==> src/byte_bus_arbiter.sv <==
`timescale 1ns/1ps
`default_nettype none

module byte_bus_arbiter (
    input  logic clk,
    input  logic rst_n,
    input  logic req_a,
    input  logic req_b,
    output logic gnt_a,
    output logic gnt_b
);

    logic hold_a;
    logic hold_b;
    logic gnt_a_next;
    logic gnt_b_next;
    logic last_b;       // set when port b got the most recent grant
    logic last_b_next;

    // an owner keeps the bus as long as its request stays up
    assign hold_a = gnt_a && req_a;
    assign hold_b = gnt_b && req_b;

    always_comb begin
        gnt_a_next  = 1'b0;
        gnt_b_next  = 1'b0;
        last_b_next = last_b;
        if (hold_a) begin
            gnt_a_next = 1'b1;
        end else if (hold_b) begin
            gnt_b_next = 1'b1;
        end else if (req_a && req_b) begin
            // a tie goes to whichever port was not served last
            if (last_b) begin
                gnt_a_next  = 1'b1;
                last_b_next = 1'b0;
            end else begin
                gnt_b_next  = 1'b1;
                last_b_next = 1'b1;
            end
        end else if (req_a) begin
            gnt_a_next  = 1'b1;
            last_b_next = 1'b0;
        end else if (req_b) begin
            gnt_b_next  = 1'b1;
            last_b_next = 1'b1;
        end
    end

    always_ff @(posedge clk or negedge rst_n) begin
        if (!rst_n) begin
            gnt_a  <= 1'b0;
            gnt_b  <= 1'b0;
            last_b <= 1'b0;
        end else begin
            gnt_a  <= gnt_a_next;
            gnt_b  <= gnt_b_next;
            last_b <= last_b_next;
        end
    end

endmodule

`default_nettype wire

==> config.mk <==
export PLATFORM = sky130hd
export DESIGN_NAME = byte_bus_arbiter
export DESIGN_NICKNAME = d
export VERILOG_FILES = /design/src/byte_bus_arbiter.sv
export SDC_FILE = /design/constraint.sdc
export NUM_CORES = 1
export LEC_CHECK = 0
export BUFFER_PORTS_ARGS = -buffer_cell sky130_fd_sc_hd__buf_2
export CAP_MARGIN = 40
export CORE_AREA = 5 5 42 44
export CTS_BUF_LIST = sky130_fd_sc_hd__clkbuf_8
export DETAILED_ROUTE_END_ITERATION = 12
export DIE_AREA = 0 0 47 49
export HOLD_SLACK_MARGIN = 0.02
export PLACE_DENSITY_LB_ADDON = 0.2
export SKIP_CTS_REPAIR_TIMING = 1
export SLEW_MARGIN = 10
export SYNTH_ARGS = -nofsm -noshare
export SYNTH_HDL_FRONTEND = slang
export SYNTH_SLANG_ARGS = --single-unit
==> constraint.sdc <==
create_clock -name clk -period 0.9 [get_ports clk]
set_clock_uncertainty 0.15 [all_clocks]
set_input_delay 0.18 -clock clk [delete_from_list [all_inputs] [get_ports clk]]
set_output_delay 0.18 -clock clk [all_outputs]
set_load 0.01 [all_outputs]
==> results.yml, run 1 <==
drt:
  first_pass_iters: 1
  post-route-drc-count: 0
  antenna_left: 0
  vias: 144
  wl_per_cell_um: 9.73
  wl_um: 399
  drt_iter0_markers: 0
  detail_route.vias_per_cell: 3.51
synth:
  ys_ff_latch: 3
  syn_area_per_cell_um2: 10.5
  synth_warnings: 0
  synth_top_area_share_pct: 55.0
  synth_area_leader_cell: "dfrtp_1"
  synthesis.nets: 17
  ys_seq_area_share_pct: 55.0
  syn_inst: 13
  synthTopCellsByArea: "dfrtp_1 55%, nor4b_2 11%, a21oi_1 7.3%"
  synth_cell_types: 8
  synth_area_um2: 136
timing:
  hold_violations: 0
  period_needed_ns: 1.12
  fmax_mhz: 895
  tns_ns: -0.708
  grt_setup_unrepaired: "true"
  slew_viol_final: 0
  min_period_over_period_pct: 124
  setup_violations: 5
  maxSlewHeadroom_pct: 86.2
  tightest_slew_ns: 0.206
  fin_ws_ns: -0.217
min_path:
  hold_class: "in2reg"
status:
  violations: "negative setup slack"
  outcome: "finished with violations"
floorplanning:
  ios: 6
  core_um2: 1400
  start_util_pct: 9.73
  die_w_um: 47
  die_h_um: 49
  rows: 14
  die_area_um2: 2300
global_route:
  gr-usage-all-layers_pct: 4.23
  first_global_vias: 154
  grt_max_degree: 5
  antenna_found_initial: 0
  grt_pass1_wl_um: 648
  grt-ovfl-total: 0
worst_setup_path:
  cp_max_fo: 4
  endpoint_kind: "primary output"
  cp_slowest_stage_delay_ns: 0.42
  crit_slowest_cell: "dfrtp_2"
  cp.buffers_inverters: 1
  critPathKind: "reg2out"
  start_kind: "register"
  worstPathArrival_ns: 0.79
  critPathRequiredTime_ns: 0.57
  worstPathCellList: "buf_2"
  cp_top_family: "flip-flops"
placed_design:
  post-place-cells: 35
  portBuffers: 5
  dpl_worst_slack_ns: -0.161
  placed_area_um2: 189
  gp_congestion: 0.719
pwr:
  p_clk_share_pct: 57.5
  p_switching_uw: 154
  total_power_uw: 653
  ir_worst_vdd_uv: 822
  seqPwrFrac_pct: 27.8
  swShare_pct: 23.5
  combPwrFrac_pct: 14.6
  cellPowerDensity_nw_per_um2: 2550
  intPower_uw: 499
  p_leak_nw: 0.118
cells_and_area:
  final_area_um2: 256
  layout-drive-gt1-share_pct: 56.0
  antennaDiodeCount: 0
  fin_nets: 30
  syn_to_final_growth_pct: 88.1
  fin_cells: 41
clock_network:
  clk_path_buf_depth: 2
  insertion_delay_ns: 0.21
  htreeDepth: 1
  cts.clk_slew.worst_paths_ns: 0.03
  clock_sinks: 3
  cts_buffers: 3
  cts_tree: "done"
  cts-root-buf: "clkbuf_8"
job:
  cap_viol_max_count: 0
==> metal layers <==
metal	up-vias	routed length (um)	GRT usage, %
met5	-	0	0
met4	0	0	4.15
met3	0	47	2.95
met2	6	157	4.07
met1	67	193	5.53
li1	71	-	-
==> cells in the mapped netlist <==
master	count
a21oi_1	2
a31oi_1	1
dfrtp_1	3
inv_1	2
nand3_1	2
nor4b_2	1
o21a_1	1
o21ai_0	1
==> cell usage in the layout (no fill, tap or decap) <==
master and n:
buf_4 2, nor4b_2 1, a21oi_1 1, inv_2 1, clkbuf_8 3, a21oi_2 1
o21ai_0 1, dfrtp_1 2, dlygate4sd3_1 1, nand3_1 2, a31oi_1 1, buf_2 5
inv_1 2, o21a_1 1, dfrtp_2 1
==> worst reg2reg max path: stages (launching register included) <==
cell     delay, ns
dfrtp_2       0.42
nor4b_2       0.26
a31oi_1       0.08
nand3_1       0.10
==> power by group through the flow <==
| stage | Sequential (mW) | Clock (mW) | Combinational (mW) |
|---|---|---|---|
| finish | 0.182 | 0.376 | 0.0956 |
| global placement | 0.178 | 0 | 0.0661 |
| detailed placement | 0.181 | 0 | 0.0700 |
| global route | 0.185 | 0.404 | 0.109 |
| CTS | 0.180 | 0.395 | 0.0703 |
| floorplan | 0.181 | 0 | 0.0345 |
==> final timing paths <==
check	slack, ns	start	cells past startpoint	endpoint
max in group asynchronous	0.34	rst_n	2	gnt_b$_DFF_PN0_
hold / removal	0.11	req_a	3	gnt_a$_DFF_PN0_
hold reg to reg	0.48	gnt_b$_DFF_PN0_	2	last_b$_DFFE_PN0P_
min in group asynchronous	0.14	rst_n	2	gnt_a$_DFF_PN0_
setup reg to reg	-0.18	gnt_b$_DFF_PN0_	3	last_b$_DFFE_PN0P_
setup / recovery	-0.22	gnt_b$_DFF_PN0_	1	gnt_b
==> registers in the layout, indices dropped and copies added (netlist names) <==
name / count
gnt_a: 1
last_b: 1
gnt_b: 1
==> cell families after synthesis <==
kind of cell           Yosys count  share of synthesized area, %
AO/OA/AOI/OAI                    5                          21.1
buffers and inverters            2                          5.51
flip-flops                       3                          55.0
AND/OR/NAND/NOR                  3                          18.3
==> area by class of cell <==
type                       instances  area (um2)
clock buffer                       3        41.3
timing repair buffer               8        50.0
multi-input combinational          8        57.6
inverter                           2        7.51
tap                               16        20.0
sequential                         3        76.3
clock inverter                     1        3.75
fill                             168        1140
==> through the flow <==
step	utilization, %	hold slack [ns]
floorplan	-	-0.266
global placement	13.5	-0.175
detailed placement	13.5	-0.170
CTS	16.7	-0.400
global route	18.3	0.127
finish	18.3	0.110
Note: power is estimated with default switching activity, not from simulation.
==> run 2, diff against run 1 <==
--- a/config.mk
+++ b/config.mk
@@ -13,6 +13,7 @@
 export DIE_AREA = 0 0 47 49
 export HOLD_SLACK_MARGIN = 0.02
 export PLACE_DENSITY_LB_ADDON = 0.2
+export RECOVER_POWER = 25
 export SKIP_CTS_REPAIR_TIMING = 1
 export SLEW_MARGIN = 10
 export SYNTH_ARGS = -nofsm -noshare
==> run 2 against run 1 <==
Compared with the run above: die area stayed put; largest power group unchanged; count of clock-buffer cells in the layout stayed put; global-route usage stayed put; sequential power hardly changed; largest cell class unchanged; via count stayed put; critical path type unchanged; the flow still finishes with violations (negative setup slack); sequential share of layout area is 0.15 points higher; critical endpoint unchanged; worst hold slack hardly changed; clock power hardly changed; fmax stayed put; design area is 0.49% lower.
==> results.yml, run 2 (synthesis gave the netlist of run 1 again) <==
status:
  outcome: "finished with violations"
  violations: "negative setup slack"
drt:
  antenna_left: 0
  wl_um: 401
  first_pass_iters: 1
  drt_iter0_markers: 0
  vias: 144
  post-route-drc-count: 0
  wl_per_cell_um: 9.78
  detail_route.vias_per_cell: 3.51
timing:
  period_needed_ns: 1.12
  hold_violations: 0
  setup_violations: 5
  hold_ws_ns: 0.110
  slew_viol_final: 0
  tightest_slew_ns: 0.206
  maxSlewHeadroom_pct: 86.2
  fmax_mhz: 895
  min_period_over_period_pct: 124
  grt_setup_unrepaired: "true"
  fin_ws_ns: -0.217
  tns_ns: -0.708
placed_design:
  portBuffers: 5
  gp_congestion: 0.719
  placed_area_um2: 189
  dpl_worst_slack_ns: -0.161
cells_and_area:
  syn_to_final_growth_pct: 87.2
  largestRegisters: "gnt_a (1), gnt_b (1), last_b (1)"
  layout-drive-gt1-share_pct: 52.0
  final_area_um2: 255
  layout.cells.most_common: "buf_2"
  fin_nets: 30
  final_cell_mix: "4 x buf_2, 3 x clkbuf_8"
  antennaDiodeCount: 0
worst_setup_path:
  timing.rr.start: "gnt_b$_DFF_PN0_"
  cp_top_family: "flip-flops"
  cp.buffers_inverters: 1
  cp_max_fo: 4
  crit_slowest_cell: "dfrtp_2"
  worstPathCellList: "buf_2"
  crit_end: "gnt_b"
  cp-startpoint: "gnt_b$_DFF_PN0_"
  endpoint_kind: "primary output"
  worstPathArrival_ns: 0.79
  start_kind: "register"
  regToRegSetupSlack_ns: -0.18
  critPathRequiredTime_ns: 0.57
  cp_slowest_stage_delay_ns: 0.42
  critical_path_depth: 1
  r2r_cells: 3
  r2r_end: "last_b$_DFFE_PN0P_"
  critPathKind: "reg2out"
pwr:
  ir_worst_vdd_uv: 819
  p_leak_nw: 0.115
  cellPowerDensity_nw_per_um2: 2560
  total_power_uw: 652
global_route:
  grt_max_degree: 5
  antenna_found_initial: 0
  first_global_vias: 154
  gr-usage-all-layers_pct: 4.23
  grt_pass1_wl_um: 648
  grt-ovfl-total: 0
clock_network:
  clk_path_buf_depth: 2
  htreeDepth: 1
  cts_buffers: 3
  cts-root-buf: "clkbuf_8"
  cts_tree: "done"
  clock_sinks: 3
  cts.clk_slew.worst_paths_ns: 0.03
  insertion_delay_ns: 0.21
floorplanning:
  die_w_um: 47
  core_um2: 1400
  rows: 14
  start_util_pct: 9.73
  die_h_um: 49
  die_area_um2: 2300
  ios: 6
job:
  cap_viol_max_count: 0
min_path:
  hold_class: "in2reg"
## run 2: changes by cell type in the layout (fill, tap and decap cells not counted)
cell      change
clkbuf_1      +1
buf_2         -1
## run 2: cell type report
class,count,area (um2)
fillers,168,1150
flip-flops and latches,3,76.3
multi-input cells,8,57.6
repair buffers,8,48.8
clock buffers,3,41.3
well taps,16,20.0
inverters,2,7.51
clock inverters,1,3.75
## run 2: stage by stage
step / utilization (%) / instances
2_1_floorplan: - / 13
3_3_place_gp: 13.5 / 35
3_5_place_dp: 13.5 / 35
4_1_cts: 16.7 / 39
5_1_grt: 18.2 / 41
6_report: 18.2 / 41
## run 2: power by group
part / total [mW] / internal [mW] / switching [mW]
Sequential: 0.182 / 0.157 / 0.0246
Combinational: 0.0951 / 0.0515 / 0.0436
Clock: 0.376 / 0.290 / 0.0855
Total: 0.652 / 0.499 / 0.154
## run 2: worst min path at each step
stage	from	to	slack [ns]	cells past startpoint
finish	req_a	gnt_a$_DFF_PN0_	0.11	3
global placement	rst_n	last_b$_DFFE_PN0P_	-0.18	1
floorplan	rst_n	gnt_a$_DFF_PN0_	-0.27	0
global route	req_a	gnt_a$_DFF_PN0_	0.13	3
detailed placement	rst_n	last_b$_DFFE_PN0P_	-0.17	1
CTS	rst_n	last_b$_DFFE_PN0P_	-0.40	1
## run 2: routing by layer
layer / GRT usage [%] / vias to the layer above / share of wire (%)
met5: 0 / - / 0
met4: 4.15 / 0 / 0
met3: 2.95 / 0 / 12
met2: 4.07 / 6 / 39
met1: 5.53 / 67 / 49
li1: - / 71 / -
==> run 3, diff against run 2 <==
--- a/config.mk
+++ b/config.mk
@@ -8,9 +8,9 @@
 export BUFFER_PORTS_ARGS = -buffer_cell sky130_fd_sc_hd__buf_2
 export CAP_MARGIN = 40
 export CORE_AREA = 5 5 42 44
-export CTS_BUF_LIST = sky130_fd_sc_hd__clkbuf_8
 export DETAILED_ROUTE_END_ITERATION = 12
 export DIE_AREA = 0 0 47 49
+export GPL_ROUTABILITY_DRIVEN = 0
 export HOLD_SLACK_MARGIN = 0.02
 export PLACE_DENSITY_LB_ADDON = 0.2
 export RECOVER_POWER = 25
==> constraint.sdc (replaced) <==
create_clock -name clk -period 1.15 [get_ports clk]
set_clock_uncertainty 0.15 [all_clocks]
set_input_delay 0.23 -clock clk [delete_from_list [all_inputs] [get_ports clk]]
set_output_delay 0.23 -clock clk [all_outputs]
set_load 0.01 [all_outputs]
==> run 3 against run 2 <==
Compared with the run above: the flow still finishes with violations (negative setup slack); register-to-register slack improved by 0.22 ns; global-route usage fell by 0.14 points; worst setup slack improved by 0.19 ns; largest power group unchanged.
==> results.yml, run 3 (synthesis gave the netlist of run 1 again) <==
status:
  outcome: "finished with violations"
  violations: "negative setup slack"
worst_setup_path:
  cp.buffers_inverters: 1
  start_kind: "register"
  regToRegSetupSlack_ns: 0.04
  cp_slowest_stage_delay_ns: 0.41
  cp_top_family: "flip-flops"
  critPathRequiredTime_ns: 0.77
  critPathKind: "reg2out"
  worstPathCellList: "buf_2"
  worstPathArrival_ns: 0.80
  crit_slowest_cell: "dfrtp_1"
  cp_max_fo: 4
  endpoint_kind: "primary output"
timing:
  fin_ws_ns: -0.0270
  setup_violations: 2
  period_needed_ns: 1.18
  fmax_mhz: 850
  tightest_slew_ns: 0.186
  slew_viol_final: 0
  hold_violations: 0
  grt_setup_unrepaired: "true"
  maxSlewHeadroom_pct: 87.6
  min_period_over_period_pct: 102
drt:
  detail_route.vias_per_cell: 3.40
  first_pass_iters: 1
  vias: 136
  drt_iter0_markers: 0
  wl_per_cell_um: 8.83
  post-route-drc-count: 0
  antenna_left: 0
  wl_um: 353
min_path:
  hold_class: "in2reg"
placed_design:
  post-place-cells: 34
  portBuffers: 5
  placed_area_um2: 181
  hpwlAfterDp_um: 267
clock_network:
  cts.clk_slew.worst_paths_ns: 0.04
  htreeDepth: 1
  clock_sinks: 3
  insertion_delay_ns: 0.23
  cts_buffers: 3
  cts_tree: "done"
  clk_path_buf_depth: 2
  cts-root-buf: "clkbuf_4"
global_route:
  grt.busiest_layer: "met1"
  grt-ovfl-total: 0
  grt_max_degree: 6
  antenna_found_initial: 0
  grtUsageMet3_pct: 2.95
  grt_util_met1_pct: 5.09
  gr-usage-all-layers_pct: 4.09
  use_met2_pct: 4.07
  first_global_vias: 154
  grt_pass1_wl_um: 627
floorplanning:
  die_w_um: 47
  start_util_pct: 9.73
  ios: 6
  die_area_um2: 2300
  rows: 14
  core_um2: 1400
  die_h_um: 49
pwr:
  ir_worst_vdd_uv: 624
  cellPowerDensity_nw_per_um2: 1700
  p_leak_nw: 0.101
cells_and_area:
  antennaDiodeCount: 0
  layout-drive-gt1-share_pct: 37.5
  fill_cells: 171
  multi_input_area_um2: 53.8
  syn_to_final_growth_pct: 64.2
  final_cell_mix: "4 x buf_2, 3 x clkbuf_4, 3 x dfrtp_1"
  fin_nets: 29
  layout.cells.most_common: "buf_2"
  fin_cells: 40
  register_area_um2: 75.1
  largestRegisters: "gnt_a (1), gnt_b (1), last_b (1)"
  final_area_um2: 224
job:
  cap_viol_max_count: 0
## run 3: where the power goes
part / internal (mW) / total (mW) / switching, mW / leakage, nW
Combinational: 0.0296 / 0.0582 / 0.0286 / 0.0499
Sequential: 0.122 / 0.140 / 0.0182 / 0.0357
Clock: 0.130 / 0.183 / 0.0528 / 0.0150
## run 3: metal layers
layer	part of all wire, %	up-vias	wire [um]
li1	-	68	-
met1	47	62	167
met2	38	6	135
met3	14	0	51
met4	0	0	0
met5	0	-	0
## run 3: layout make-up
cell class / instances / area share (%)
Sequential cell: 3 / 33.5
Multi-Input combinational cell: 8 / 24.0
Timing Repair Buffer: 7 / 18.4
Clock buffer: 4 / 11.7
Tap cell: 16 / 8.94
Inverter: 2 / 3.35
## run 3: path summary, 6_finish.rpt
kind | end | cells after the start | startpoint
setup / recovery | gnt_b | 1 | gnt_b$_DFF_PN0_
hold / removal | gnt_a$_DFF_PN0_ | 2 | req_b
setup reg to reg | last_b$_DFFE_PN0P_ | 4 | gnt_a$_DFF_PN0_
hold reg to reg | last_b$_DFFE_PN0P_ | 2 | gnt_a$_DFF_PN0_
max in group asynchronous | last_b$_DFFE_PN0P_ | 2 | rst_n
min in group asynchronous | gnt_b$_DFF_PN0_ | 2 | rst_n
## run 3: metrics by stage
stage / util [%] / power [mW] / worst slack (ns) / hold WS, ns / setup TNS, ns
6_report: 16.0 / 0.381 / -0.0270 / 0.0801 / -0.0323
5_1_grt: 16.0 / 0.421 / -0.0668 / 0.0997 / -0.128
4_1_cts: 14.8 / 0.390 / -0.0371 / -0.375 / -0.0683
3_5_place_dp: 12.9 / 0.194 / 0.0965 / -0.121 / 0
3_3_place_gp: 12.9 / 0.188 / 0.131 / -0.125 / 0
2_1_floorplan: - / 0.169 / 0.142 / -0.216 / 0
