===== src/serial_mem_pkg.sv =====
`default_nettype none

package serial_mem_pkg;

    localparam int DATA_W     = 64;
    localparam int BYTE_W     = 8;
    localparam int MEM_ADDR_W = 10;
    localparam int MAX_BYTES  = DATA_W / BYTE_W;
    localparam int MEM_DEPTH  = 1 << MEM_ADDR_W;

    // index width of a byte lane inside one access word
    localparam int CNT_W      = $clog2(MAX_BYTES);

    // byte i of a word sits in bits 8i+7 down to 8i
    typedef logic [DATA_W-1:0]     data_t;
    typedef logic [BYTE_W-1:0]     byte_t;
    typedef logic [MEM_ADDR_W-1:0] addr_t;

    typedef enum logic {
        MEM_LOAD  = 1'b0,
        MEM_STORE = 1'b1
    } mem_op_e;

    // byte count of an access is two to the power of the code
    typedef enum logic [1:0] {
        SIZE_BYTE   = 2'd0,
        SIZE_HALF   = 2'd1,
        SIZE_WORD   = 2'd2,
        SIZE_DOUBLE = 2'd3
    } mem_size_e;

    typedef enum logic [2:0] {
        IDLE       = 3'd0,
        WAIT_GRANT = 3'd1,
        TRANSFER   = 3'd2,
        DRAIN      = 3'd3, // only loads pass through here
        RETURN     = 3'd4
    } access_state_e;

endpackage

`default_nettype wire


===== src/mem_access_unit.sv =====
`timescale 1ns/1ps
`default_nettype none

module mem_access_unit
    import serial_mem_pkg::*;
(
    input  logic      clk,
    input  logic      rst_n,
    input  logic      start,
    input  mem_op_e   op,
    input  mem_size_e size,
    input  addr_t     addr,
    input  data_t     wdata,
    input  logic      gnt,
    input  byte_t     bus_rdata,
    output logic      req,
    output addr_t     bus_addr,
    output logic      bus_we,
    output byte_t     bus_wdata,
    output data_t     rdata,
    output logic      done
);

    access_state_e state;
    access_state_e state_next;

    logic accept;

    // request captured on the start edge
    mem_op_e   op_q;
    mem_size_e size_q;
    data_t     wdata_q;

    addr_t            addr_cnt;
    logic [CNT_W-1:0] byte_cnt;  // lane of the byte being issued
    logic [CNT_W:0]   num_bytes;
    logic             last_byte;

    // a read issued last cycle whose byte shows up on bus_rdata now
    logic             rd_pending;
    logic [CNT_W-1:0] rd_idx;

    data_t stage;
    data_t stage_next;

    assign accept    = (state == IDLE) && start;
    assign num_bytes = {{CNT_W{1'b0}}, 1'b1} << size_q;
    assign last_byte = ({1'b0, byte_cnt} == num_bytes - 1'b1);

    always_comb begin
        state_next = state;
        case (state)
            IDLE: begin
                if (start) begin
                    state_next = WAIT_GRANT;
                end
            end
            WAIT_GRANT: begin
                if (gnt) begin
                    state_next = TRANSFER;
                end
            end
            TRANSFER: begin
                if (last_byte) begin
                    if (op_q == MEM_LOAD) begin
                        state_next = DRAIN; // one more cycle for the final read byte
                    end else begin
                        state_next = RETURN;
                    end
                end
            end
            DRAIN: begin
                state_next = RETURN;
            end
            RETURN: begin
                state_next = IDLE;
            end
            default: begin
                state_next = IDLE;
            end
        endcase
    end

    always_ff @(posedge clk or negedge rst_n) begin
        if (!rst_n) begin
            state <= IDLE;
        end else begin
            state <= state_next;
        end
    end

    always_ff @(posedge clk) begin
        if (accept) begin
            op_q    <= op;
            size_q  <= size;
            wdata_q <= wdata;
        end
    end

    always_ff @(posedge clk or negedge rst_n) begin
        if (!rst_n) begin
            addr_cnt <= '0;
            byte_cnt <= '0;
        end else if (accept) begin
            addr_cnt <= addr;
            byte_cnt <= '0;
        end else if (state == TRANSFER) begin
            addr_cnt <= addr_cnt + 1'b1; // rolls over at the top of the RAM
            byte_cnt <= byte_cnt + 1'b1;
        end
    end

    // the RAM answers one cycle after the address, so the lane index trails by one
    always_ff @(posedge clk or negedge rst_n) begin
        if (!rst_n) begin
            rd_pending <= 1'b0;
            rd_idx     <= '0;
        end else begin
            rd_pending <= (state == TRANSFER) && (op_q == MEM_LOAD);
            rd_idx     <= byte_cnt;
        end
    end

    always_comb begin
        stage_next = stage;
        if (rd_pending) begin
            stage_next[rd_idx*BYTE_W +: BYTE_W] = bus_rdata;
        end
    end

    // clearing on start leaves the unused upper bytes of narrow loads at zero
    always_ff @(posedge clk) begin
        if (accept) begin
            stage <= '0;
        end else begin
            stage <= stage_next;
        end
    end

    always_ff @(posedge clk or negedge rst_n) begin
        if (!rst_n) begin
            rdata <= '0;
        end else if (state == DRAIN) begin
            rdata <= stage_next; // includes the last byte arriving on this edge
        end
    end

    assign req       = (state == WAIT_GRANT) || (state == TRANSFER);
    assign bus_addr  = addr_cnt;
    assign bus_we    = (state == TRANSFER) && (op_q == MEM_STORE);
    assign bus_wdata = wdata_q[byte_cnt*BYTE_W +: BYTE_W]; // lowest byte goes out first
    assign done      = (state == RETURN);

endmodule

`default_nettype wire


===== config.mk =====
export PLATFORM = sky130hd
export DESIGN_NAME = mem_access_unit
export DESIGN_NICKNAME = d
export VERILOG_FILES = /design/src/serial_mem_pkg.sv /design/src/mem_access_unit.sv
export SDC_FILE = /design/constraint.sdc
export NUM_CORES = 1
export LEC_CHECK = 0
export BUFFER_PORTS_ARGS = -buffer_cell sky130_fd_sc_hd__buf_2
export CORE_MARGIN = 4
export CORE_UTILIZATION = 24
export CTS_CLUSTER_DIAMETER = 40
export DETAILED_ROUTE_END_ITERATION = 7
export HOLD_SLACK_MARGIN = 0.03
export SETUP_SLACK_MARGIN = 0.2
export SLEW_MARGIN = 20
export SYNTH_ARGS = -nofsm -noshare
export SYNTH_HDL_FRONTEND = slang
export SYNTH_SLANG_ARGS = --single-unit

===== constraint.sdc =====
create_clock -name clk -period 2.5 [get_ports clk]
set_input_delay 0.25 -clock clk [delete_from_list [all_inputs] [get_ports clk]]
set_output_delay 0.25 -clock clk [all_outputs]
set_load 0.02 [all_outputs]

==> metrics.txt, run 1 <==
# TYPE chip_impl_metric gauge
chip_impl_info{name="status",value="finished, final reports clean"} 1
chip_impl_metric{name="post-dp-hpwl",unit="um"} 14700
chip_impl_metric{name="final_nets",unit=""} 1024
chip_impl_metric{name="initial_core_utilization",unit="%"} 24.5
chip_impl_metric{name="critPathRequiredTime",unit="ns"} 2.25
chip_impl_metric{name="wirelength",unit="um"} 22800
chip_impl_metric{name="floorplan.die_area",unit="um^2"} 37600
chip_impl_metric{name="antenna_found_initial",unit=""} 2
chip_impl_metric{name="synth_sequential_area_ratio",unit="%"} 65.0
chip_impl_metric{name="layout-drive-gt1-share",unit="%"} 31.3
chip_impl_metric{name="clock_tree.htree_level_count",unit=""} 2
chip_impl_metric{name="fin_crit",unit="ns"} 2.32
chip_impl_info{name="worst_r2r_startpoint",value="rd_idx[0]$_DFF_PN0_"} 1
chip_impl_metric{name="met2WireLength",unit="um"} 10600
chip_impl_metric{name="wl_per_instance",unit="um"} 16.2
chip_impl_info{name="final_common_cell",value="buf_2"} 1
chip_impl_metric{name="total_of_endpoints_with_negative_setup_slack_in_the_final_report",unit=""} 0
chip_impl_info{name="ys.flop_type",value="dfrtp_1"} 1
chip_impl_metric{name="clock_latency",unit="ns"} 0.51
chip_impl_metric{name="max_cap_viol_count",unit=""} 0
chip_impl_metric{name="worstPathArrival",unit="ns"} 2.07
chip_impl_metric{name="final_min_period_over_clock_period",unit="%"} 93.0
chip_impl_metric{name="clock-skew-final",unit="ns"} 0.0186
chip_impl_metric{name="m1WireLength",unit="um"} 9900
chip_impl_metric{name="dr_total_vias",unit=""} 5874
chip_impl_metric{name="p_leak",unit="nW"} 5.28
chip_impl_info{name="grt_setup_unrepaired",value="true"} 1
chip_impl_metric{name="synthDominantCellAreaShare",unit="%"} 25.3
chip_impl_info{name="min-delay-start",value="addr[4]"} 1
chip_impl_metric{name="globalplace.congestion",unit=""} 0.759
chip_impl_metric{name="number_of_global_route_vias_before_repair",unit=""} 6274
chip_impl_metric{name="antenna_left",unit=""} 0
chip_impl_metric{name="io_pins",unit=""} 174
chip_impl_metric{name="largest_net_degree_at_the_start_of_global_routing",unit=""} 65
chip_impl_metric{name="fmax",unit="MHz"} 430
chip_impl_metric{name="cp_max_fo",unit=""} 7
chip_impl_info{name="synthTopCellsByArea",value="dfrtp_1 25%, edfxtp_1 24%, dfxtp_1 15%"} 1
chip_impl_info{name="tritoncts",value="built"} 1
chip_impl_metric{name="ctsLongestPathBuffers",unit=""} 3
chip_impl_metric{name="clkSlewWorstSetupHoldPaths",unit="ns"} 0.05
chip_impl_metric{name="grt_util_all_layers",unit="%"} 12.0
chip_impl_metric{name="floorplan.core_area",unit="um^2"} 33900
chip_impl_metric{name="drt_pass1_iterations",unit=""} 5
chip_impl_metric{name="slew_violations",unit=""} 0
chip_impl_metric{name="r2r_slack",unit="ns"} 0.31
chip_impl_metric{name="worstHoldPathCells",unit=""} 3
chip_impl_metric{name="power_density",unit="nW/um^2"} 1120
chip_impl_metric{name="number_of_enable_type_register_cells_in_the_synthesized_netlist",unit=""} 67
chip_impl_metric{name="ir_drop",unit="V"} 0.000753
chip_impl_metric{name="cts_inserted_buffers",unit=""} 39
chip_impl_metric{name="number_of_port_buffers",unit=""} 173
chip_impl_metric{name="mappedNetlistArea",unit="um^2"} 8310
chip_impl_info{name="min_delay_worst_endpoint",value="bus_addr[4]$_DFFE_PN0P_"} 1
chip_impl_metric{name="grt_overflow_total",unit=""} 0
chip_impl_metric{name="hold_violations",unit=""} 0
chip_impl_metric{name="flow.area_growth_from_synthesis",unit="%"} 43.6
chip_impl_metric{name="route.detailed.vias_per_inst",unit=""} 4.17
chip_impl_info{name="routed.top_layer",value="met4"} 1
chip_impl_metric{name="floorplan.die.width",unit="um"} 194
chip_impl_info{name="startpoint_type",value="register"} 1
chip_impl_metric{name="logic_depth_of_the_worst_register_to_register_path",unit=""} 7
chip_impl_metric{name="synth_seq_cells",unit=""} 215
chip_impl_metric{name="dieHeight",unit="um"} 194
chip_impl_metric{name="synth_nets",unit=""} 757
chip_impl_info{name="yosysTopAreaCell",value="dfrtp_1"} 1
chip_impl_metric{name="clock_sink_count",unit=""} 215
chip_impl_metric{name="rows",unit=""} 67
chip_impl_metric{name="holdWs",unit="ns"} 0.0509
chip_impl_info{name="most-common-layout-cells",value="169 x buf_2, 86 x nor2_1, 83 x dfrtp_1"} 1
chip_impl_metric{name="setup_total_negative_slack",unit="ns"} 0
chip_impl_metric{name="synth_cells",unit=""} 663
chip_impl_metric{name="yosys.cell_types.count",unit=""} 51
chip_impl_metric{name="ys_warn_count",unit=""} 0
chip_impl_metric{name="async_reset_ff_share",unit="%"} 39.1
chip_impl_metric{name="drt-initial-drc-count",unit=""} 235
chip_impl_metric{name="drc",unit=""} 0
chip_impl_metric{name="wl_met3",unit="um"} 1830
chip_impl_metric{name="syn_avg_cell_area",unit="um^2"} 12.5
chip_impl_info{name="worstReg2RegEnd",value="rdata[38]$_DFFE_PN0N_"} 1
chip_impl_info{name="criticalPathCategory",value="register to output pin"} 1
chip_impl_info{name="cts_root_buf",value="clkbuf_16"} 1
chip_impl_info{name="critical_path.endpoint_type",value="output pin"} 1
chip_impl_info{name="hp-class",value="primary input to register"} 1
chip_impl_metric{name="global_route_wire_length_before_repair",unit="um"} 36000
chip_impl_metric{name="max-slew-margin-rel",unit="%"} 56.3
chip_impl_metric{name="worst_pin_slew",unit="ns"} 0.655
==> area by class of cell <==
type / count / area (um^2)
fill: 3296 / 21900
sequential: 215 / 5400
multi-input combinational: 404 / 2760
timing repair buffer: 265 / 1850
clock buffer: 47 / 1070
tap: 448 / 561
clock inverter: 22 / 259
inverter: 5 / 23.8
antenna: 3 / 7.51
==> cell families (layout without fill, tap and decap cells) <==
group                    after synthesis  in the layout  synth area share (%)
multiplexers                          88             88                  13.1
flip-flops                           215            215                  65.0
AND/OR/NAND/NOR                      217            217                  12.2
other                                  0              3                     0
AO/OA/AOI/OAI                         86             86                  5.57
buffers and inverters                 44            339                  2.49
adder cells (fa/ha/maj)                5              5                 0.753
XOR/XNOR                               8              8                 0.844
==> cells in the mapped netlist (5+ instances only) <==
cell and n:
a21oi_1 5, o21ai_0 38, mux2_2 8, dfxtp_1 64, dfrtp_1 84, and2_1 17
nor3_1 7, buf_2 15, mux2i_1 64, mux4_2 16, xnor2_1 6, clkbuf_1 18
edfxtp_1 67, ha_1 5, nor2_1 86, nand2_1 79, o21ai_1 32
==> timing repair <==
action / 4_1_cts / 5_1_grt
pin swaps: 1 / 1
hold endpoints to repair: 111 / 0
cloned: 1 / 0
endpoints found under the setup margin: 64 / 81
hold buffers: 74 / 0
resized for setup: 7 / 12
buffers inserted: 3 / 0
==> critical path: stages, from the launching register on <==
cell and delay [ns]:
dfrtp_2 0.42, clkbuf_16 0.18, mux4_2 0.51, mux2_2 0.30, buf_4 0.16
==> routing by layer <==
| layer | GRT usage (%) | up-vias |
|---|---|---|
| li1 | - | 2890 |
| met1 | 15.5 | 2741 |
| met2 | 19.1 | 200 |
| met3 | 3.96 | 43 |
| met4 | 3.62 | 0 |
| met5 | 0 | - |
==> sequential cells by signal, summed over array words and instances (netlist names) <==
register    flops
rdata          64
stage          64
wdata_q        64
bus_addr       10
byte_cnt        3
rd_idx          3
state           3
size_q          2
op_q            1
rd_pending      1
==> how the worst max path moves through the flow <==
stage	slack (ns)	depth (start not counted)	startpoint	to
final	0.18	4	byte_cnt[0]$_DFFE_PN0P_	bus_wdata[7]
after global routing	0.10	4	byte_cnt[0]$_DFFE_PN0P_	bus_wdata[6]
after CTS	0.1	4	byte_cnt[0]$_DFFE_PN0P_	bus_wdata[6]
after detailed placement	0.04	7	rd_idx[0]$_DFF_PN0_	rdata[38]$_DFFE_PN0N_
after global placement	0.12	7	rd_idx[0]$_DFF_PN0_	rdata[36]$_DFFE_PN0N_
after floorplan	0.36	8	rd_idx[0]$_DFF_PN0_	rdata[33]$_DFFE_PN0N_
==> through the flow <==
stage | power (mW) | area, um^2 | utilization [%] | cells | setup slack, ns
2_1_floorplan | 6.73 | 8310 | - | 663 | 0.356
3_3_place_gp | 7.87 | 9740 | 28.7 | 1259 | 0.123
3_5_place_dp | 7.92 | 9740 | 28.7 | 1259 | 0.0415
4_1_cts | 13.5 | 11900 | 35.1 | 1406 | 0.0994
5_1_grt | 14.1 | 11900 | 35.2 | 1409 | 0.101
6_report | 13.4 | 11900 | 35.2 | 1409 | 0.176
==> report_power, final <==
group / switching, mW / internal [mW]
clock: 1.88 / 3.43
combinational: 2.05 / 1.32
sequential: 0.377 / 4.31
Note: power is estimated with default switching activity, not from simulation.
==> run 2: changes to the inputs <==
RECOVER_POWER = 25   (was not set)
==> run 2 against run 1 <==
Compared with the run above:
- global-route usage did not move
- combinational power about the same
- cell count unchanged
- critical endpoint unchanged
- largest cell class unchanged
- highest routed layer unchanged
==> metrics.txt, run 2 (same netlist as run 1, synthesis figures left out) <==
# TYPE chip_impl_metric gauge
chip_impl_metric{name="critPathRequiredTime",unit="ns"} 2.25
chip_impl_metric{name="route.detailed.vias_per_inst",unit=""} 4.19
chip_impl_info{name="hp-class",value="primary input to register"} 1
chip_impl_metric{name="final_min_period_over_clock_period",unit="%"} 92.7
chip_impl_metric{name="worst_pin_slew",unit="ns"} 1.09
chip_impl_metric{name="max-slew-margin-rel",unit="%"} 27.4
chip_impl_metric{name="wirelength",unit="um"} 22800
chip_impl_info{name="status",value="finished, final reports clean"} 1
chip_impl_metric{name="wl_per_instance",unit="um"} 16.2
chip_impl_metric{name="largest_net_degree_at_the_start_of_global_routing",unit=""} 65
chip_impl_metric{name="globalplace.congestion",unit=""} 0.759
chip_impl_metric{name="combined_flip_flop_and_latch_cell_area",unit="um^2"} 5400
chip_impl_metric{name="final_nets",unit=""} 1024
chip_impl_metric{name="total_of_endpoints_with_negative_setup_slack_in_the_final_report",unit=""} 0
chip_impl_metric{name="number_of_port_buffers",unit=""} 173
chip_impl_info{name="cts_root_buf",value="clkbuf_16"} 1
chip_impl_metric{name="ctsLongestPathBuffers",unit=""} 3
chip_impl_metric{name="hold_violations",unit=""} 0
chip_impl_metric{name="p_leak",unit="nW"} 5.24
chip_impl_metric{name="antenna_found_initial",unit=""} 2
chip_impl_metric{name="post-dp-hpwl",unit="um"} 14700
chip_impl_metric{name="fin_crit",unit="ns"} 2.32
chip_impl_metric{name="io_pins",unit=""} 174
chip_impl_metric{name="rows",unit=""} 67
chip_impl_info{name="worstReg2RegEnd",value="rdata[38]$_DFFE_PN0N_"} 1
chip_impl_metric{name="initial_core_utilization",unit="%"} 24.5
chip_impl_info{name="most-common-layout-cells",value="156 x buf_2, 86 x nor2_1, 83 x dfrtp_1"} 1
chip_impl_info{name="final_common_cell",value="buf_2"} 1
chip_impl_metric{name="flow.area_growth_from_synthesis",unit="%"} 43.2
chip_impl_metric{name="multiInputGateArea",unit="um^2"} 2760
chip_impl_metric{name="drt_pass1_iterations",unit=""} 4
chip_impl_metric{name="logic_depth_of_the_worst_register_to_register_path",unit=""} 7
chip_impl_metric{name="holdWs",unit="ns"} 0.0503
chip_impl_info{name="worst_r2r_startpoint",value="rd_idx[0]$_DFF_PN0_"} 1
chip_impl_metric{name="dr_total_vias",unit=""} 5899
chip_impl_metric{name="r2r_slack",unit="ns"} 0.31
chip_impl_info{name="min-delay-start",value="addr[4]"} 1
chip_impl_metric{name="floorplan.core_area",unit="um^2"} 33900
chip_impl_info{name="cp-startpoint",value="byte_cnt[0]$_DFFE_PN0P_"} 1
chip_impl_metric{name="grt_util_all_layers",unit="%"} 12.0
chip_impl_metric{name="global_route_wire_length_before_repair",unit="um"} 36000
chip_impl_info{name="critical_path.endpoint_type",value="output pin"} 1
chip_impl_metric{name="clock_sink_count",unit=""} 215
chip_impl_metric{name="floorplan.die_area",unit="um^2"} 37600
chip_impl_metric{name="layout-drive-gt1-share",unit="%"} 30.0
chip_impl_info{name="grt_setup_unrepaired",value="true"} 1
chip_impl_metric{name="floorplan.die.width",unit="um"} 194
chip_impl_info{name="startpoint_type",value="register"} 1
chip_impl_metric{name="slew_violations",unit=""} 0
chip_impl_info{name="timing.critical_path.to",value="bus_wdata[7]"} 1
chip_impl_metric{name="power_density",unit="nW/um^2"} 1120
chip_impl_metric{name="antenna_left",unit=""} 0
chip_impl_metric{name="setup_total_negative_slack",unit="ns"} 0
chip_impl_metric{name="fmax",unit="MHz"} 431
chip_impl_metric{name="drt-initial-drc-count",unit=""} 252
chip_impl_metric{name="num-fill-cells",unit=""} 3309
chip_impl_metric{name="max_cap_viol_count",unit=""} 0
chip_impl_metric{name="drc",unit=""} 0
chip_impl_metric{name="number_of_global_route_vias_before_repair",unit=""} 6274
chip_impl_metric{name="clock_tree.htree_level_count",unit=""} 2
chip_impl_metric{name="dieHeight",unit="um"} 194
chip_impl_metric{name="clock-skew-final",unit="ns"} 0.0180
chip_impl_metric{name="finalCoreUtilization",unit="%"} 35.1
chip_impl_metric{name="grt_overflow_total",unit=""} 0
chip_impl_info{name="layout_top_registers",value="rdata: 64 flops, stage: 64 flops, wdata_q: 64 flops"} 1
chip_impl_metric{name="clock_latency",unit="ns"} 0.51
chip_impl_info{name="tritoncts",value="built"} 1
chip_impl_metric{name="ir_drop",unit="V"} 0.000754
chip_impl_metric{name="cts_inserted_buffers",unit=""} 39
chip_impl_info{name="criticalPathCategory",value="register to output pin"} 1
chip_impl_metric{name="cp_max_fo",unit=""} 7
chip_impl_metric{name="clkSlewWorstSetupHoldPaths",unit="ns"} 0.05
chip_impl_metric{name="worstPathArrival",unit="ns"} 2.07
==> run 2: worst min path at each step <==
stage / end / slack, ns / depth (start not counted)
after floorplan: bus_addr[0]$_DFFE_PN0P_ / -0.05 / 0
after global placement: rdata[27]$_DFFE_PN0N_ / 0.28 / 1
after detailed placement: rdata[27]$_DFFE_PN0N_ / 0.30 / 1
after CTS: bus_addr[4]$_DFFE_PN0P_ / 0.03 / 3
after global routing: bus_addr[4]$_DFFE_PN0P_ / 0.04 / 3
final: bus_addr[4]$_DFFE_PN0P_ / 0.05 / 3
==> run 2: final cells by class <==
type                       count  area share, %
antenna                        3         0.0631
clock buffer                  47           8.98
clock inverter                22           2.18
inverter                       5          0.200
multi-input combinational    404           23.2
sequential                   215           45.4
tap                          448           4.71
timing repair buffer         265           15.3
==> run 2: repair_timing <==
item	CTS	global route
setup buffers	3	0
pin swaps	1	1
cloned	1	0
endpoints found under the setup margin	64	81
hold buffers	74	0
hold endpoints to repair	111	0
resized for setup	7	12
==> run 2: through the flow <==
| step | std cells | total power [mW] | cell area, um^2 | setup slack (ns) |
|---|---|---|---|---|
| floorplan | 663 | 6.73 | 8310 | 0.356 |
| global placement | 1259 | 7.87 | 9740 | 0.123 |
| detailed placement | 1259 | 7.92 | 9740 | 0.0415 |
| CTS | 1406 | 13.5 | 11900 | 0.0994 |
| global route | 1409 | 14.1 | 11900 | 0.101 |
| finish | 1409 | 13.4 | 11900 | 0.181 |
==> run 2: power by group <==
group	leakage, nW	switching (mW)	internal, mW	total, mW
combinational	2.31	2.05	1.31	3.36
clock	0.649	1.89	3.43	5.31
sequential	2.28	0.379	4.31	4.69
total	5.24	4.31	9.04	13.4
==> run 2: per-layer routing <==
metal / share of wire [%] / vias to the layer above / global-route usage [%]
met4: 2.1 / 0 / 3.62
met5: 0 / - / 0
met1: 43 / 2752 / 15.5
met3: 8.3 / 43 / 3.96
li1: - / 2891 / -
met2: 46 / 213 / 19.1
==> run 2: worst max-delay path, stage by stage, from the launching register on <==
cell	delay [ns]
dfrtp_2	0.41
clkbuf_16	0.18
mux4_2	0.50
mux2_2	0.30
buf_4	0.16
==> run 3: changes to the inputs <==
CORE_UTILIZATION = 43   (was 24)
PLACE_DENSITY = 0.65   (was not set)
REMOVE_ABC_BUFFERS = 1   (was not set)
==> run 3 against run 2 <==
Compared with the run above:
- critical path type unchanged
- largest cell class unchanged
- sequential share of layout area rose by 2.4 points
- cell count decreased by 14%
- largest power group is now registers
- worst setup slack about the same
- clock-buffer cell count is 13 lower
==> metrics.txt, run 3 (same netlist as run 1, synthesis figures left out) <==
# TYPE chip_impl_metric gauge
chip_impl_metric{name="timing.critical_path.slowest_cell_delay",unit="ns"} 0.50
chip_impl_info{name="grt_setup_unrepaired",value="true"} 1
chip_impl_metric{name="number_of_global_route_vias_before_repair",unit=""} 6051
chip_impl_metric{name="final_min_period_over_clock_period",unit="%"} 92.7
chip_impl_metric{name="number_of_port_buffers",unit=""} 173
chip_impl_metric{name="antenna_found_initial",unit=""} 0
chip_impl_metric{name="floorplan.core_area",unit="um^2"} 18800
chip_impl_info{name="hp-class",value="primary input to register"} 1
chip_impl_metric{name="drt_pass1_iterations",unit=""} 5
chip_impl_metric{name="layout-drive-gt1-share",unit="%"} 29.3
chip_impl_metric{name="wl_per_instance",unit="um"} 16.5
chip_impl_metric{name="power_density",unit="nW/um^2"} 1050
chip_impl_metric{name="ctsLongestPathBuffers",unit=""} 3
chip_impl_metric{name="num-fill-cells",unit=""} 1501
chip_impl_metric{name="cts_inserted_buffers",unit=""} 28
chip_impl_metric{name="total_of_endpoints_with_negative_setup_slack_in_the_final_report",unit=""} 0
chip_impl_metric{name="grt_overflow_total",unit=""} 0
chip_impl_info{name="status",value="finished, final reports clean"} 1
chip_impl_metric{name="critPathRequiredTime",unit="ns"} 2.25
chip_impl_info{name="criticalPathCategory",value="register to output pin"} 1
chip_impl_metric{name="max_cap_viol_count",unit=""} 0
chip_impl_metric{name="floorplan.die.width",unit="um"} 147
chip_impl_metric{name="clock_tree.htree_level_count",unit=""} 1
chip_impl_metric{name="hold_violations",unit=""} 0
chip_impl_info{name="startpoint_type",value="register"} 1
chip_impl_metric{name="multiInputGateArea",unit="um^2"} 2770
chip_impl_metric{name="flow.area_growth_from_synthesis",unit="%"} 36.0
chip_impl_metric{name="ir_drop",unit="V"} 0.000670
chip_impl_metric{name="dieHeight",unit="um"} 147
chip_impl_metric{name="io_pins",unit=""} 174
chip_impl_metric{name="final_nets",unit=""} 1018
chip_impl_info{name="tritoncts",value="built"} 1
chip_impl_metric{name="cp_max_fo",unit=""} 10
chip_impl_metric{name="worst_pin_slew",unit="ns"} 1.06
chip_impl_metric{name="holdWs",unit="ns"} 0.0558
chip_impl_metric{name="clock-skew-final",unit="ns"} 0.0103
chip_impl_metric{name="p_leak",unit="nW"} 5.07
chip_impl_metric{name="worstPathArrival",unit="ns"} 2.07
chip_impl_info{name="cts_root_buf",value="clkbuf_16"} 1
chip_impl_info{name="timing.critical_path.slowest_stage_cell",value="mux4_2"} 1
chip_impl_metric{name="route.detailed.vias_per_inst",unit=""} 4.88
chip_impl_info{name="layout_top_registers",value="rdata: 64 flops, stage: 64 flops, wdata_q: 64 flops"} 1
chip_impl_metric{name="largest_net_degree_at_the_start_of_global_routing",unit=""} 55
chip_impl_metric{name="drc",unit=""} 0
chip_impl_metric{name="slew_violations",unit=""} 0
chip_impl_info{name="final_common_cell",value="buf_2"} 1
chip_impl_metric{name="max-slew-margin-rel",unit="%"} 29.4
chip_impl_metric{name="dr_total_vias",unit=""} 5884
chip_impl_metric{name="grt_util_all_layers",unit="%"} 18.2
chip_impl_metric{name="wirelength",unit="um"} 19900
chip_impl_metric{name="finalCoreUtilization",unit="%"} 60.0
chip_impl_metric{name="global_route_wire_length_before_repair",unit="um"} 32200
chip_impl_metric{name="fmax",unit="MHz"} 431
chip_impl_metric{name="floorplan.die_area",unit="um^2"} 21600
chip_impl_metric{name="antenna_left",unit=""} 0
chip_impl_metric{name="drt-initial-drc-count",unit=""} 237
chip_impl_metric{name="post-dp-hpwl",unit="um"} 12300
chip_impl_metric{name="combined_flip_flop_and_latch_cell_area",unit="um^2"} 5400
chip_impl_metric{name="initial_core_utilization",unit="%"} 44.1
chip_impl_metric{name="rows",unit=""} 50
chip_impl_metric{name="fin_crit",unit="ns"} 2.32
chip_impl_info{name="critical_path.endpoint_type",value="output pin"} 1
chip_impl_metric{name="clkSlewWorstSetupHoldPaths",unit="ns"} 0.05
chip_impl_metric{name="globalplace.congestion",unit=""} 0.729
chip_impl_metric{name="antenna_cells_inserted",unit=""} 0
chip_impl_info{name="most-common-layout-cells",value="158 x buf_2, 86 x nor2_1, 83 x dfrtp_1"} 1
chip_impl_metric{name="clock_latency",unit="ns"} 0.52
chip_impl_info{name="crit_path_cell_trace",value="buf_12 > mux4_2 > mux2_2 > buf_2"} 1
chip_impl_metric{name="clock_sink_count",unit=""} 215
==> run 3: cell count changes in the layout (fill, tap and decap cells not counted), moves of 3 or more <==
cell and delta:
diode_2 -3, clkbuf_16 -12, clkbuf_1 -4, inv_6 -6, clkinvlp_2 +3
==> run 3: power breakdown <==
part | leakage [nW] | total (mW) | internal [mW] | switching [mW]
Clock | 0.430 | 3.80 | 2.28 | 1.52
Sequential | 2.28 | 4.72 | 4.31 | 0.413
Combinational | 2.36 | 3.32 | 1.35 | 1.97
Total | 5.07 | 11.8 | 7.94 | 3.90
==> run 3: final cells by class <==
class	instances	share of cell area (%)
inverters	5	0.188
repair buffers	270	16.6
clock buffers	34	6.66
flip-flops and latches	215	47.8
clock inverters	18	1.40
well taps	260	2.88
multi-input cells	404	24.5
==> run 3: routing by layer <==
metal  GRT usage [%]  routed length [um]  vias up
li1                -                   -     2864
met1            24.4                8780     2812
met2            30.6                9500      178
met3            3.79                1250       30
met4            4.24                 346        0
met5               0                   0        -
==> run 3: stage by stage <==
step | setup TNS (ns) | cells | cell area (um^2) | power (mW) | worst slack [ns]
2_1_floorplan | -230.42 | 624 | 8120 | 6.64 | -1.77
3_3_place_gp | 0 | 1077 | 9560 | 7.80 | 0.145
3_5_place_dp | 0 | 1077 | 9560 | 7.85 | 0.0269
4_1_cts | 0 | 1203 | 11200 | 11.8 | 0.116
5_1_grt | 0 | 1206 | 11300 | 12.5 | 0.0959
6_report | 0 | 1206 | 11300 | 11.8 | 0.182
==> run 3: worst max-delay path: cells and delay by family (launching register included) <==
kind / cells / cell delay, ns
mux: 2 / 0.80
flops: 1 / 0.42
buf+inv: 2 / 0.34
==> run 3: worst paths after layout <==
kind,startpoint,cells after the start,slack [ns],end
setup / recovery,byte_cnt[0]$_DFFE_PN0P_,4,0.18,bus_wdata[7]
hold / removal,addr[4],3,0.06,bus_addr[4]$_DFFE_PN0P_
setup reg to reg,rd_idx[0]$_DFF_PN0_,7,0.34,rdata[50]$_DFFE_PN0N_
hold reg to reg,byte_cnt[1]$_DFFE_PN0P_,0,0.37,rd_idx[1]$_DFF_PN0_
max in group asynchronous,rst_n,3,0.67,byte_cnt[0]$_DFFE_PN0P_
min in group asynchronous,rst_n,2,0.46,rdata[41]$_DFFE_PN0N_
==> run 3: what timing repair did <==
item,in CTS,in global routing
pin swaps,1,1
endpoints found under the setup margin,31,74
resized for setup,3,14
hold buffers,74,0
gates cloned,0,1
buffers inserted,0,2
endpoints found under the hold margin,112,0
